`config.mk`:
```
export PLATFORM = sky130hd
export DESIGN_NAME = i3c_top
export DESIGN_NICKNAME = d
export VERILOG_FILES = /design/src/i3c_pkg.sv /design/src/i3c_ifs.sv /design/src/bus_execute.sv /design/src/cmd_decode.sv /design/src/csr_axil.sv /design/src/hci_queue.sv /design/src/i3c_top.sv /design/src/resp_build.sv
export VERILOG_INCLUDE_DIRS = /design/src
export SDC_FILE = /design/constraint.sdc
export NUM_CORES = 1
export LEC_CHECK = 0
export BUFFER_PORTS_ARGS = -buffer_cell sky130_fd_sc_hd__buf_2
export CAP_MARGIN = 20
export CORE_ASPECT_RATIO = 0.5
export CORE_MARGIN = 2
export CORE_UTILIZATION = 30
export DETAILED_ROUTE_END_ITERATION = 12
export PLACE_DENSITY_LB_ADDON = 0.12
export RECOVER_POWER = 100
export SLEW_MARGIN = 15
export SYNTH_ARGS = -nofsm -noshare
export SYNTH_HDL_FRONTEND = slang
export SYNTH_SLANG_ARGS = --single-unit
```
`constraint.sdc`:
```
create_clock -name clk_i -period 3.08 [get_ports clk_i]
set_clock_uncertainty 0.1 [all_clocks]
set_input_delay 0.308 -clock clk_i [delete_from_list [all_inputs] [get_ports clk_i]]
set_output_delay 0.308 -clock clk_i [all_outputs]
set_load 0.05 [all_outputs]
```
`src/i3c_params.svh`:
```
// I3C controller parameters
`ifndef I3C_PARAMS_SVH
`define I3C_PARAMS_SVH

// Register and descriptor width
`define I3C_DATA_W 32
`define I3C_ADDR_W 4

// Queue depths
`define CMD_DEPTH 4
`define RESP_DEPTH 4

// Clock cycles per SCL half-period
`define SCL_HALF 4

// Register offsets
`define REG_CONTROL 4'h0
`define REG_STATUS 4'h4
`define REG_CMD_PORT 4'h8
`define REG_RESP_PORT 4'hC

`endif

```
`src/i3c_pkg.sv`:
```
// I3C controller types
package i3c_pkg;

  // Decoded command opcode
  typedef enum logic [1:0] {
    OP_WRITE = 2'd0,
    OP_READ  = 2'd1,
    OP_BAD   = 2'd2
  } cmd_op_e;

  // Response status field
  typedef enum logic [1:0] {
    RESP_OK     = 2'd0,
    RESP_NACK   = 2'd1,
    RESP_BAD_OP = 2'd2
  } resp_status_e;

  // Bus transfer states
  typedef enum logic [2:0] {
    IDLE,
    START,
    ADDR,
    ADDR_ACK,
    DATA,
    DATA_ACK,
    STOP,
    REPORT
  } bus_state_e;

  // Descriptor fields
  typedef logic [3:0] tid_t;
  typedef logic [6:0] tgt_addr_t;
  typedef logic [7:0] byte_t;

endpackage

```
`src/i3c_ifs.sv`:
```
// Core pipeline handshake interfaces
`timescale 1ns/1ps

// Decoded command from decode to execute
interface cmd_if;
  logic                valid;
  logic                ready;
  i3c_pkg::cmd_op_e    op;
  i3c_pkg::tgt_addr_t  addr;
  i3c_pkg::byte_t      data;
  i3c_pkg::tid_t       tid;

  modport src (
    output valid, op, addr, data, tid,
    input  ready
  );

  modport dst (
    input  valid, op, addr, data, tid,
    output ready
  );
endinterface

// Transfer result from execute to response builder
interface result_if;
  logic                  valid;
  logic                  ready;
  i3c_pkg::tid_t         tid;
  i3c_pkg::resp_status_e status;
  i3c_pkg::byte_t        data;

  modport src (
    output valid, tid, status, data,
    input  ready
  );

  modport dst (
    input  valid, tid, status, data,
    output ready
  );
endinterface

```
`src/bus_execute.sv`:
```
// Legacy I2C bus transfer engine
`timescale 1ns/1ps
`include "i3c_params.svh"

module bus_execute (
  input  logic  clk_i,
  input  logic  rst_n_i,
  cmd_if.dst    cmd,
  result_if.src res,
  input  logic  pending_i,
  output logic  busy_o,
  input  logic  scl_i,
  input  logic  sda_i,
  output logic  scl_oe_o,
  output logic  sda_oe_o
);
  localparam int unsigned CNT_W = (`SCL_HALF > 1) ? $clog2(`SCL_HALF) : 1;

  i3c_pkg::bus_state_e state_q;
  i3c_pkg::cmd_op_e    op_q;
  i3c_pkg::byte_t      rx_q;
  logic [CNT_W-1:0]    cnt_q;
  logic                phase_q;
  logic [2:0]          bit_q;
  logic [15:0]         shift_q;
  logic                accept;
  logic                on_wire;
  logic                tick;
  logic                bit_end;
  logic                sda_s;
  logic                scl_want;
  logic                sda_want;
  logic                sda_hold;

  assign cmd.ready = (state_q == i3c_pkg::IDLE);
  assign accept    = cmd.valid && cmd.ready;
  assign busy_o    = (state_q != i3c_pkg::IDLE) || pending_i;

  // States that clock SCL
  assign on_wire = state_q inside {i3c_pkg::ADDR, i3c_pkg::ADDR_ACK, i3c_pkg::DATA,
                                   i3c_pkg::DATA_ACK, i3c_pkg::STOP};

  // Phase 0 is SCL low, phase 1 is SCL high
  assign tick     = (cnt_q == CNT_W'(`SCL_HALF - 1));
  assign bit_end  = tick && phase_q;
  assign scl_want = on_wire && !phase_q;
  // SDA moves one cycle after SCL falls
  assign sda_hold = on_wire && !phase_q && (cnt_q == '0);
  // Line counts as released unless SCL is seen high
  assign sda_s    = sda_i || !scl_i;

  always_comb begin
    case (state_q)
      i3c_pkg::START: sda_want = phase_q;
      i3c_pkg::ADDR:  sda_want = !shift_q[15];
      i3c_pkg::DATA:  sda_want = (op_q == i3c_pkg::OP_WRITE) && !shift_q[15];
      i3c_pkg::STOP:  sda_want = 1'b1;
      default:        sda_want = 1'b0;
    endcase
  end

  // Registered pull-low enables
  always_ff @(posedge clk_i) begin
    if (!rst_n_i) begin
      scl_oe_o <= 1'b0;
      sda_oe_o <= 1'b0;
    end else begin
      scl_oe_o <= scl_want;
      if (!sda_hold) begin
        sda_oe_o <= sda_want;
      end
    end
  end

  always_ff @(posedge clk_i) begin
    if (!rst_n_i) begin
      state_q   <= i3c_pkg::IDLE;
      cnt_q     <= '0;
      phase_q   <= 1'b0;
      bit_q     <= '0;
      res.valid <= 1'b0;
    end else begin
      if ((state_q inside {i3c_pkg::IDLE, i3c_pkg::REPORT}) || tick) begin
        cnt_q <= '0;
      end else begin
        cnt_q <= cnt_q + 1'b1;
      end
      if (tick) begin
        phase_q <= !phase_q;
      end
      case (state_q)
        i3c_pkg::IDLE: begin
          if (accept && (cmd.op == i3c_pkg::OP_BAD)) begin
            state_q   <= i3c_pkg::REPORT;
            res.valid <= 1'b1;
          end else if (accept) begin
            state_q <= i3c_pkg::START;
          end
        end
        i3c_pkg::START: begin
          if (bit_end) begin
            state_q <= i3c_pkg::ADDR;
          end
        end
        i3c_pkg::ADDR, i3c_pkg::DATA: begin
          if (bit_end) begin
            bit_q <= bit_q + 1'b1;
            if (bit_q == 3'd7) begin
              state_q <= (state_q == i3c_pkg::ADDR) ? i3c_pkg::ADDR_ACK : i3c_pkg::DATA_ACK;
            end
          end
        end
        i3c_pkg::ADDR_ACK: begin
          // Address NACK skips the data phase
          if (bit_end) begin
            state_q <= sda_s ? i3c_pkg::STOP : i3c_pkg::DATA;
          end
        end
        i3c_pkg::DATA_ACK: begin
          if (bit_end) begin
            state_q <= i3c_pkg::STOP;
          end
        end
        i3c_pkg::STOP: begin
          if (bit_end) begin
            state_q   <= i3c_pkg::REPORT;
            res.valid <= 1'b1;
          end
        end
        default: begin
          if (res.ready) begin
            state_q   <= i3c_pkg::IDLE;
            res.valid <= 1'b0;
          end
        end
      endcase
    end
  end

  // Transfer payload
  always_ff @(posedge clk_i) begin
    if (accept) begin
      op_q       <= cmd.op;
      shift_q    <= {cmd.addr, cmd.op == i3c_pkg::OP_READ, cmd.data};
      rx_q       <= '0;
      res.tid    <= cmd.tid;
      res.data   <= '0;
      res.status <= (cmd.op == i3c_pkg::OP_BAD) ? i3c_pkg::RESP_BAD_OP : i3c_pkg::RESP_OK;
    end
    if (bit_end && (state_q inside {i3c_pkg::ADDR, i3c_pkg::DATA})) begin
      shift_q <= {shift_q[14:0], 1'b0};
    end
    if (bit_end && (state_q == i3c_pkg::DATA) && (op_q == i3c_pkg::OP_READ)) begin
      rx_q <= {rx_q[6:0], sda_s};
    end
    if (bit_end && (state_q == i3c_pkg::ADDR_ACK) && sda_s) begin
      res.status <= i3c_pkg::RESP_NACK;
    end
    if (bit_end && (state_q == i3c_pkg::STOP)) begin
      res.data <= rx_q;
    end
  end

endmodule

```
`src/cmd_decode.sv`:
```
// Command descriptor decoder
`timescale 1ns/1ps
`include "i3c_params.svh"

module cmd_decode (
  input  logic                   clk_i,
  input  logic                   rst_n_i,
  input  logic                   enable_i,
  input  logic                   pop_valid_i,
  output logic                   pop_ready_o,
  input  logic [`I3C_DATA_W-1:0] pop_data_i,
  cmd_if.src                     cmd,
  output logic                   pending_o
);
  logic             pop_fire;
  i3c_pkg::cmd_op_e op_dec;

  // Pop when the holding register is free or handing off
  assign pop_ready_o = enable_i && (!cmd.valid || cmd.ready);
  assign pop_fire    = pop_valid_i && pop_ready_o;
  assign pending_o   = cmd.valid;

  always_comb begin
    case (pop_data_i[5:4])
      2'd0:    op_dec = i3c_pkg::OP_WRITE;
      2'd1:    op_dec = i3c_pkg::OP_READ;
      default: op_dec = i3c_pkg::OP_BAD;
    endcase
  end

  always_ff @(posedge clk_i) begin
    if (!rst_n_i) begin
      cmd.valid <= 1'b0;
    end else if (pop_fire) begin
      cmd.valid <= 1'b1;
    end else if (cmd.ready) begin
      cmd.valid <= 1'b0;
    end
  end

  always_ff @(posedge clk_i) begin
    if (pop_fire) begin
      cmd.op   <= op_dec;
      cmd.tid  <= pop_data_i[3:0];
      cmd.addr <= pop_data_i[14:8];
      cmd.data <= pop_data_i[23:16];
    end
  end

endmodule

```
`src/csr_axil.sv`:
```
// AXI4-Lite register block
`timescale 1ns/1ps
`include "i3c_params.svh"

module csr_axil (
  input  logic                              clk_i,
  input  logic                              rst_n_i,
  input  logic [`I3C_ADDR_W-1:0]            s_axil_awaddr_i,
  input  logic                              s_axil_awvalid_i,
  output logic                              s_axil_awready_o,
  input  logic [`I3C_DATA_W-1:0]            s_axil_wdata_i,
  input  logic [`I3C_DATA_W/8-1:0]          s_axil_wstrb_i,
  input  logic                              s_axil_wvalid_i,
  output logic                              s_axil_wready_o,
  output logic [1:0]                        s_axil_bresp_o,
  output logic                              s_axil_bvalid_o,
  input  logic                              s_axil_bready_i,
  input  logic [`I3C_ADDR_W-1:0]            s_axil_araddr_i,
  input  logic                              s_axil_arvalid_i,
  output logic                              s_axil_arready_o,
  output logic [`I3C_DATA_W-1:0]            s_axil_rdata_o,
  output logic [1:0]                        s_axil_rresp_o,
  output logic                              s_axil_rvalid_o,
  input  logic                              s_axil_rready_i,
  output logic                              cmd_push_valid_o,
  input  logic                              cmd_push_ready_i,
  output logic [`I3C_DATA_W-1:0]            cmd_push_data_o,
  input  logic                              resp_pop_valid_i,
  output logic                              resp_pop_ready_o,
  input  logic [`I3C_DATA_W-1:0]            resp_pop_data_i,
  input  logic [$clog2(`CMD_DEPTH+1)-1:0]   cmd_level_i,
  input  logic [$clog2(`RESP_DEPTH+1)-1:0]  resp_level_i,
  input  logic                              exec_busy_i,
  output logic                              enable_o,
  output logic                              idle_o
);
  localparam logic [1:0] AXI_OKAY   = 2'b00;
  localparam logic [1:0] AXI_SLVERR = 2'b10;

  logic                   wr_fire;
  logic                   rd_fire;
  logic [`I3C_DATA_W-1:0] status_w;

  // Address and data taken together, one write in flight
  assign wr_fire          = s_axil_awvalid_i && s_axil_wvalid_i && !s_axil_bvalid_o;
  assign s_axil_awready_o = wr_fire;
  assign s_axil_wready_o  = wr_fire;

  assign s_axil_arready_o = !s_axil_rvalid_o;
  assign rd_fire          = s_axil_arvalid_i && s_axil_arready_o;

  // Queue port access
  assign cmd_push_valid_o = wr_fire && (s_axil_awaddr_i == `REG_CMD_PORT);
  assign cmd_push_data_o  = s_axil_wdata_i;
  assign resp_pop_ready_o = rd_fire && (s_axil_araddr_i == `REG_RESP_PORT);

  assign idle_o   = (cmd_level_i == '0) && !exec_busy_i;
  assign status_w = {23'd0, idle_o, 1'b0, 3'(resp_level_i), 1'b0, 3'(cmd_level_i)};

  // Write channel and CONTROL register
  always_ff @(posedge clk_i) begin
    if (!rst_n_i) begin
      s_axil_bvalid_o <= 1'b0;
      enable_o        <= 1'b0;
    end else if (wr_fire) begin
      s_axil_bvalid_o <= 1'b1;
      if ((s_axil_awaddr_i == `REG_CONTROL) && s_axil_wstrb_i[0]) begin
        enable_o <= s_axil_wdata_i[0];
      end
    end else if (s_axil_bready_i) begin
      s_axil_bvalid_o <= 1'b0;
    end
  end

  always_ff @(posedge clk_i) begin
    if (wr_fire) begin
      case (s_axil_awaddr_i)
        `REG_CONTROL:  s_axil_bresp_o <= AXI_OKAY;
        // Full queue drops the push
        `REG_CMD_PORT: s_axil_bresp_o <= cmd_push_ready_i ? AXI_OKAY : AXI_SLVERR;
        default:       s_axil_bresp_o <= AXI_SLVERR;
      endcase
    end
  end

  // Read channel
  always_ff @(posedge clk_i) begin
    if (!rst_n_i) begin
      s_axil_rvalid_o <= 1'b0;
    end else if (rd_fire) begin
      s_axil_rvalid_o <= 1'b1;
    end else if (s_axil_rready_i) begin
      s_axil_rvalid_o <= 1'b0;
    end
  end

  always_ff @(posedge clk_i) begin
    if (rd_fire) begin
      s_axil_rdata_o <= '0;
      s_axil_rresp_o <= AXI_SLVERR;
      case (s_axil_araddr_i)
        `REG_CONTROL: begin
          s_axil_rdata_o <= {31'd0, enable_o};
          s_axil_rresp_o <= AXI_OKAY;
        end
        `REG_STATUS: begin
          s_axil_rdata_o <= status_w;
          s_axil_rresp_o <= AXI_OKAY;
        end
        `REG_RESP_PORT: begin
          // Empty queue leaves SLVERR and zero data
          if (resp_pop_valid_i) begin
            s_axil_rdata_o <= resp_pop_data_i;
            s_axil_rresp_o <= AXI_OKAY;
          end
        end
        default: begin
        end
      endcase
    end
  end

endmodule

```
`src/hci_queue.sv`:
```
// Descriptor FIFO
`timescale 1ns/1ps
`include "i3c_params.svh"

module hci_queue #(
  parameter int unsigned DEPTH = 4
) (
  input  logic                       clk_i,
  input  logic                       rst_n_i,
  input  logic                       push_valid_i,
  output logic                       push_ready_o,
  input  logic [`I3C_DATA_W-1:0]     push_data_i,
  output logic                       pop_valid_o,
  input  logic                       pop_ready_i,
  output logic [`I3C_DATA_W-1:0]     pop_data_o,
  output logic [$clog2(DEPTH+1)-1:0] level_o
);
  localparam int unsigned PTR_W = (DEPTH > 1) ? $clog2(DEPTH) : 1;
  localparam int unsigned CNT_W = $clog2(DEPTH + 1);

  logic [`I3C_DATA_W-1:0] mem_q [DEPTH];
  logic [PTR_W-1:0]       wr_ptr_q;
  logic [PTR_W-1:0]       rd_ptr_q;
  logic [CNT_W-1:0]       count_q;
  logic                   push_fire;
  logic                   pop_fire;

  // Pointer advance with wrap at DEPTH
  function automatic logic [PTR_W-1:0] ptr_next(input logic [PTR_W-1:0] ptr);
    if (ptr == PTR_W'(DEPTH - 1)) begin
      return '0;
    end
    return ptr + 1'b1;
  endfunction

  assign push_ready_o = (count_q != CNT_W'(DEPTH));
  assign pop_valid_o  = (count_q != '0);
  assign push_fire    = push_valid_i && push_ready_o;
  assign pop_fire     = pop_valid_o && pop_ready_i;
  assign pop_data_o   = mem_q[rd_ptr_q];
  assign level_o      = count_q;

  always_ff @(posedge clk_i) begin
    if (!rst_n_i) begin
      wr_ptr_q <= '0;
      rd_ptr_q <= '0;
      count_q  <= '0;
    end else begin
      if (push_fire) begin
        wr_ptr_q <= ptr_next(wr_ptr_q);
      end
      if (pop_fire) begin
        rd_ptr_q <= ptr_next(rd_ptr_q);
      end
      if (push_fire && !pop_fire) begin
        count_q <= count_q + 1'b1;
      end else if (pop_fire && !push_fire) begin
        count_q <= count_q - 1'b1;
      end
    end
  end

  always_ff @(posedge clk_i) begin
    if (push_fire) begin
      mem_q[wr_ptr_q] <= push_data_i;
    end
  end

endmodule

```
`src/i3c_top.sv`:
```
// I2C controller top level
`timescale 1ns/1ps
`include "i3c_params.svh"

module i3c_top (
  input  logic                     clk_i,
  input  logic                     rst_n_i,
  input  logic [`I3C_ADDR_W-1:0]   s_axil_awaddr_i,
  input  logic                     s_axil_awvalid_i,
  output logic                     s_axil_awready_o,
  input  logic [`I3C_DATA_W-1:0]   s_axil_wdata_i,
  input  logic [`I3C_DATA_W/8-1:0] s_axil_wstrb_i,
  input  logic                     s_axil_wvalid_i,
  output logic                     s_axil_wready_o,
  output logic [1:0]               s_axil_bresp_o,
  output logic                     s_axil_bvalid_o,
  input  logic                     s_axil_bready_i,
  input  logic [`I3C_ADDR_W-1:0]   s_axil_araddr_i,
  input  logic                     s_axil_arvalid_i,
  output logic                     s_axil_arready_o,
  output logic [`I3C_DATA_W-1:0]   s_axil_rdata_o,
  output logic [1:0]               s_axil_rresp_o,
  output logic                     s_axil_rvalid_o,
  input  logic                     s_axil_rready_i,
  input  logic                     scl_i,
  input  logic                     sda_i,
  output logic                     scl_oe_o,
  output logic                     sda_oe_o,
  output logic                     idle_o
);
  // Command queue
  logic                              cmd_push_valid;
  logic                              cmd_push_ready;
  logic [`I3C_DATA_W-1:0]            cmd_push_data;
  logic                              cmd_pop_valid;
  logic                              cmd_pop_ready;
  logic [`I3C_DATA_W-1:0]            cmd_pop_data;
  logic [$clog2(`CMD_DEPTH+1)-1:0]   cmd_level;

  // Response queue
  logic                              resp_push_valid;
  logic                              resp_push_ready;
  logic [`I3C_DATA_W-1:0]            resp_push_data;
  logic                              resp_pop_valid;
  logic                              resp_pop_ready;
  logic [`I3C_DATA_W-1:0]            resp_pop_data;
  logic [$clog2(`RESP_DEPTH+1)-1:0]  resp_level;

  logic                              enable;
  logic                              pending;
  logic                              exec_busy;

  cmd_if    cmd_bus ();
  result_if res_bus ();

  // AXI4-Lite and idle ports connect by name
  csr_axil u_csr (
    .*,
    .cmd_push_valid_o (cmd_push_valid),
    .cmd_push_ready_i (cmd_push_ready),
    .cmd_push_data_o  (cmd_push_data),
    .resp_pop_valid_i (resp_pop_valid),
    .resp_pop_ready_o (resp_pop_ready),
    .resp_pop_data_i  (resp_pop_data),
    .cmd_level_i      (cmd_level),
    .resp_level_i     (resp_level),
    .exec_busy_i      (exec_busy),
    .enable_o         (enable)
  );

  hci_queue #(.DEPTH(`CMD_DEPTH)) cmd_queue (
    .clk_i        (clk_i),
    .rst_n_i      (rst_n_i),
    .push_valid_i (cmd_push_valid),
    .push_ready_o (cmd_push_ready),
    .push_data_i  (cmd_push_data),
    .pop_valid_o  (cmd_pop_valid),
    .pop_ready_i  (cmd_pop_ready),
    .pop_data_o   (cmd_pop_data),
    .level_o      (cmd_level)
  );

  cmd_decode u_decode (
    .clk_i       (clk_i),
    .rst_n_i     (rst_n_i),
    .enable_i    (enable),
    .pop_valid_i (cmd_pop_valid),
    .pop_ready_o (cmd_pop_ready),
    .pop_data_i  (cmd_pop_data),
    .cmd         (cmd_bus.src),
    .pending_o   (pending)
  );

  bus_execute u_exec (
    .clk_i     (clk_i),
    .rst_n_i   (rst_n_i),
    .cmd       (cmd_bus.dst),
    .res       (res_bus.src),
    .pending_i (pending),
    .busy_o    (exec_busy),
    .scl_i     (scl_i),
    .sda_i     (sda_i),
    .scl_oe_o  (scl_oe_o),
    .sda_oe_o  (sda_oe_o)
  );

  resp_build u_resp (
    .clk_i        (clk_i),
    .rst_n_i      (rst_n_i),
    .res          (res_bus.dst),
    .push_valid_o (resp_push_valid),
    .push_ready_i (resp_push_ready),
    .push_data_o  (resp_push_data)
  );

  hci_queue #(.DEPTH(`RESP_DEPTH)) resp_queue (
    .clk_i        (clk_i),
    .rst_n_i      (rst_n_i),
    .push_valid_i (resp_push_valid),
    .push_ready_o (resp_push_ready),
    .push_data_i  (resp_push_data),
    .pop_valid_o  (resp_pop_valid),
    .pop_ready_i  (resp_pop_ready),
    .pop_data_o   (resp_pop_data),
    .level_o      (resp_level)
  );

endmodule

```
`src/resp_build.sv`:
```
// Response descriptor builder
`timescale 1ns/1ps
`include "i3c_params.svh"

module resp_build (
  input  logic                   clk_i,
  input  logic                   rst_n_i,
  result_if.dst                  res,
  output logic                   push_valid_o,
  input  logic                   push_ready_i,
  output logic [`I3C_DATA_W-1:0] push_data_o
);
  // One word held until the queue takes it
  assign res.ready = !push_valid_o;

  always_ff @(posedge clk_i) begin
    if (!rst_n_i) begin
      push_valid_o <= 1'b0;
    end else if (res.valid && res.ready) begin
      push_valid_o <= 1'b1;
    end else if (push_ready_i) begin
      push_valid_o <= 1'b0;
    end
  end

  // Layout is data in 23:16, status in 5:4, tid in 3:0
  always_ff @(posedge clk_i) begin
    if (res.valid && res.ready) begin
      push_data_o <= {8'd0, res.data, 10'd0, res.status, res.tid};
    end
  end

endmodule

```
==> impl_summary.txt <==
----------------------------------------------------
[Die]
  Area of the core region ... about 0.033 mm²
  Area of the die ... roughly 0.036 mm²
  Effective utilization at floorplan ... 0.309
  Y dimension of the die ... around 140 µm
  Std-Cell Rows ... 47
  Horizontal die dimension ... approximately 270 µm
  Number of primary I/O pins ... 97

[Yosys]
  Compound-gate portion of the synthesized area ... 0.0396
  Gate count of the mapped netlist ... approximately 580
  Number of enable-type register cells in the synthesized netlist ... 230
  Combinational family with the most area after synthesis ... multiplexers
  Count of cell types in the netlist ... 56
  Avg Synthesized Cell Area ... about 18 µm²
  Number of warnings printed during yosys synthesis ... 0
  Number of synthesized register bits ... between 200 and 300
  Share of cell area taken by muxes after synthesis ... 0.0900
  Sequential-to-total area share from yosys stat ... 0.742
  Share of synthesized cell area in and, or, nand and nor gates ... 0.0666
  Proportion of register bits with asynchronous set or reset after synthesis ... 0
  Total standard cell area after synthesis ... slightly above 0.01 mm²
  Synth Area in XOR/XNOR ... 0.00594
  Top_reg_cell synth ... edfxtp_1
  Adder-Cell Fraction of Synth Area ... 0.0233

[Global route]
  Via count of the first global-routing pass ... about 5.3k
  Global-route met1 utilization ... 0.145
  Routing usage on met2 ... 0.184
  Global-route wire length before repair ... around 30,000 µm
  Antenna violations before repair ... 0
  Met3 global-route usage ... 0.0244
  Most utilized layer in the global route result ... met2
  Largest net degree at the start of global routing ... 24
  Global-route congestion overflow total ... 0
  Gr usage total ... 0.110

[Route]
  Number of routed nets with antenna violations ... 0
  Routed via count ... roughly 5.1k
  Drt drc ... 0
  Routed via count divided by cell count ... approximately 4.4
  First-iteration detailed-routing DRC count ... approximately 220
  First-pass detailed-route iteration total ... 6
  Avg WL per Cell ... around 17 µm
  Detailed Route WL ... roughly 19,000 µm

[Timing]
  Worst-case hold slack ... about 0.052 ns
  Portion of the clock cycle consumed by the worst path in the final layout ... 0.869
  Slew at the pin closest to its max-slew limit ... about 1.2 ns
  Max-slew headroom at the worst pin ... 0.207
  Unrepaired setup endpoints after global routing ... no
  Peak clock frequency supported by timing ... around 0.37 GHz
  Total of endpoints with negative setup slack in the final report ... 0
  Clock period minus worst slack ... approximately 2.7 ns
  Final number of max-transition violations ... 0
  Total Negative Setup Slacks ... 0 ns
  Number of hold violations in the final report ... 0

[Hold path]
  Path category of the worst min-delay check ... input port to flip-flop
  Hold path start ... s_axil_wstrb_i[0]
  Hold path endpoint ... u_csr.enable_o$_SDFFE_PN0P_
  Hold Path Stages ... 4

[CTS]
  Hold buffer count at CTS ... 27
  Clock-pin slew reported for the worst setup and hold paths after clock tree synthesis ... approximately 0.06 ns
  TritonCTS clock tree ... built
  CTS H-tree depth ... 1
  Clock sinks ... between 200 and 300
  Post-CTS Resized ... 0
  Root Driver ... clkbuf_16
  Longest Clk Path Bufs ... 3
  Clock buffers created by TritonCTS ... 26
  Clock insertion delay at the later pin of the skew report ... roughly 0.53 ns
  Setup bufs post-CTS ... 0

[Cells and area]
  Layout cells sized above 1 ... 0.144
  Most common library cell in the layout ignoring fill and taps ... edfxtp_1
  Combined area of the multi-input logic cells ... approximately 0.0024 mm²
  Net total in the final layout ... 758
  Final Util ... 0.362
  Commonest cells after routing, fill and taps aside ... 230 x edfxtp_1, 63 x clkbuf_1, 38 x dfxtp_1
  Filler Cell Count ... between 3k and 4k
  Antenna Cells ... 0
  Post-route insts no fill ... between 1k and 1.5k
  Reg area ... roughly 0.0077 mm²
  Layout-stage area growth over the synthesis result ... 17.2%

[Critical path]
  Kind of end point of the critical path ... output pin
  Number of cells on the worst reg-to-reg path ... 4
  WS Path Type ... flip-flop to output pin
  Critical R2R Launch ... u_exec.state_q[2]$_SDFFE_PN0P_
  Kind of start point of the critical path ... flip-flop
  Crit Path Max Fanout ... 17
  FF-to-FF setup slack ... roughly 0.45 ns
  Capturing point of the worst reg2reg path ... u_exec.rx_q[7]$_SDFFCE_PN0P_
  Data arrival time of the critical path ... 2.27 ns
  CP Data Required Time ... about 2.7 ns

[Pwr]
  Standby leakage power ... 4.00 nW
  Power density of the placed cells ... around 600 mW/mm²
  VDD IR-drop max ... approximately 0.00040 V

[Run status]
  Result of the run ... complete, no violations

[Placed design]
  Number of I/O port buffers ... 64
  Dpl cells ... ~1.1k
  Weighted congestion at the end of routability-driven global placement ... between 0.7 and 0.8
  Dpl hpwl ... between 10,000 and 15,000 µm

[Run]
  Max-cap violations ... 0

----------------------------------------------------
## worst max path at each step
stage | start | to | depth (start not counted)
global route | u_exec.state_q[2]$_SDFFE_PN0P_ | u_exec.rx_q[7]$_SDFFCE_PN0P_ | 4
floorplan | u_csr.s_axil_rvalid_o$_SDFFE_PN0P_ | resp_queue.level_o[2]$_SDFFE_PN0P_ | 8
global placement | s_axil_awaddr_i[1] | cmd_queue.level_o[2]$_SDFFE_PN0P_ | 9
finish | u_exec.state_q[2]$_SDFFE_PN0P_ | idle_o | 3
detailed placement | s_axil_awaddr_i[1] | cmd_queue.level_o[2]$_SDFFE_PN0P_ | 9
CTS | cmd_queue.level_o[0]$_SDFFE_PN0P_ | cmd_queue.level_o[2]$_SDFFE_PN0P_ | 8
## synthesized netlist by cell type (2+ instances only)
cell / n / area [µm²]
buf_6: 2 / 22.5
a32o_1: 6 / 60.1
nor3b_1: 3 / 22.5
or2_2: 3 / 18.8
clkbuf_1: 7 / 26.3
dfxtp_1: 38 / 761
ha_1: 16 / 200
edfxtp_1: 230 / 6910
xor2_1: 4 / 35.0
nor4_1: 2 / 12.5
nor2b_1: 5 / 31.3
nor3_4: 2 / 32.5
nor2_1: 30 / 113
buf_2: 11 / 55.1
mux4_2: 35 / 788
a21oi_1: 12 / 60.1
xnor2_1: 3 / 26.3
and3_1: 11 / 68.8
a22o_1: 14 / 123
mux2i_1: 13 / 130
nand2b_1: 3 / 18.8
fa_1: 2 / 40.0
inv_1: 16 / 60.1
o21ai_0: 10 / 50.1
nor3_1: 8 / 40.0
nand4_1: 2 / 12.5
buf_4: 21 / 158
nand2_1: 10 / 37.5
and2_1: 28 / 175
or3_1: 4 / 25.0
## kinds of logic after synthesis
| kind of cell | after synthesis |
|---|---|
| compound gates | 55 |
| xor+xnor | 7 |
| fa+ha+maj | 18 |
| buf+inv | 59 |
| flops | 268 |
| mux | 49 |
| other cells | 1 |
| simple gates | 120 |
## cell type report
class	count	area share
Clock buffer	34	0.0580
Clock inverter	13	0.0119
Inverter	17	0.00527
Multi-Input combinational cell	267	0.196
Sequential cell	268	0.633
Tap cell	441	0.0456
Timing Repair Buffer	107	0.0502
## state kept, by name (all words and copies together), names as in the netlist, 7 cells and up, named ones only
name and flops:
cmd_queue.mem_q 84, resp_queue.mem_q 56, u_csr.s_axil_rdata_o 16, u_decode.cmd.addr 7
u_decode.cmd.data 8, u_exec.res.data 8, u_exec.rx_q 8, u_exec.shift_q 16
u_resp.push_data_o 14
## critical path, cell delays in order (launching register included)
cell,delay (ns)
dfxtp_1,0.47
or3_1,0.54
nor2_1,0.23
clkbuf_1,0.49
## stage by stage
stage | setup WS, ns | instance area (µm²) | total power [mW]
6_report | 0.402 | 12100 | 7.42
5_1_grt | 0.244 | 12100 | 7.71
4_1_cts | 0.575 | 12300 | 7.56
3_5_place_dp | 0.535 | 11100 | 4.29
3_3_place_gp | 0.553 | 11100 | 4.29
2_1_floorplan | 0.152 | 10400 | 4.23
## metal layers
metal	vias to the layer above	share of wire
met3	28	0.035
li1	2413	-
met2	74	0.48
met5	-	0
met1	2570	0.47
met4	0	0.019
## where the power goes
part	internal, mW	switching, mW	leakage, nW
Clock	1.86	1.33	0.415
Sequential	3.93	0.00918	2.40
Combinational	0.0751	0.210	1.18
Power figures use the tool's default switching activity.
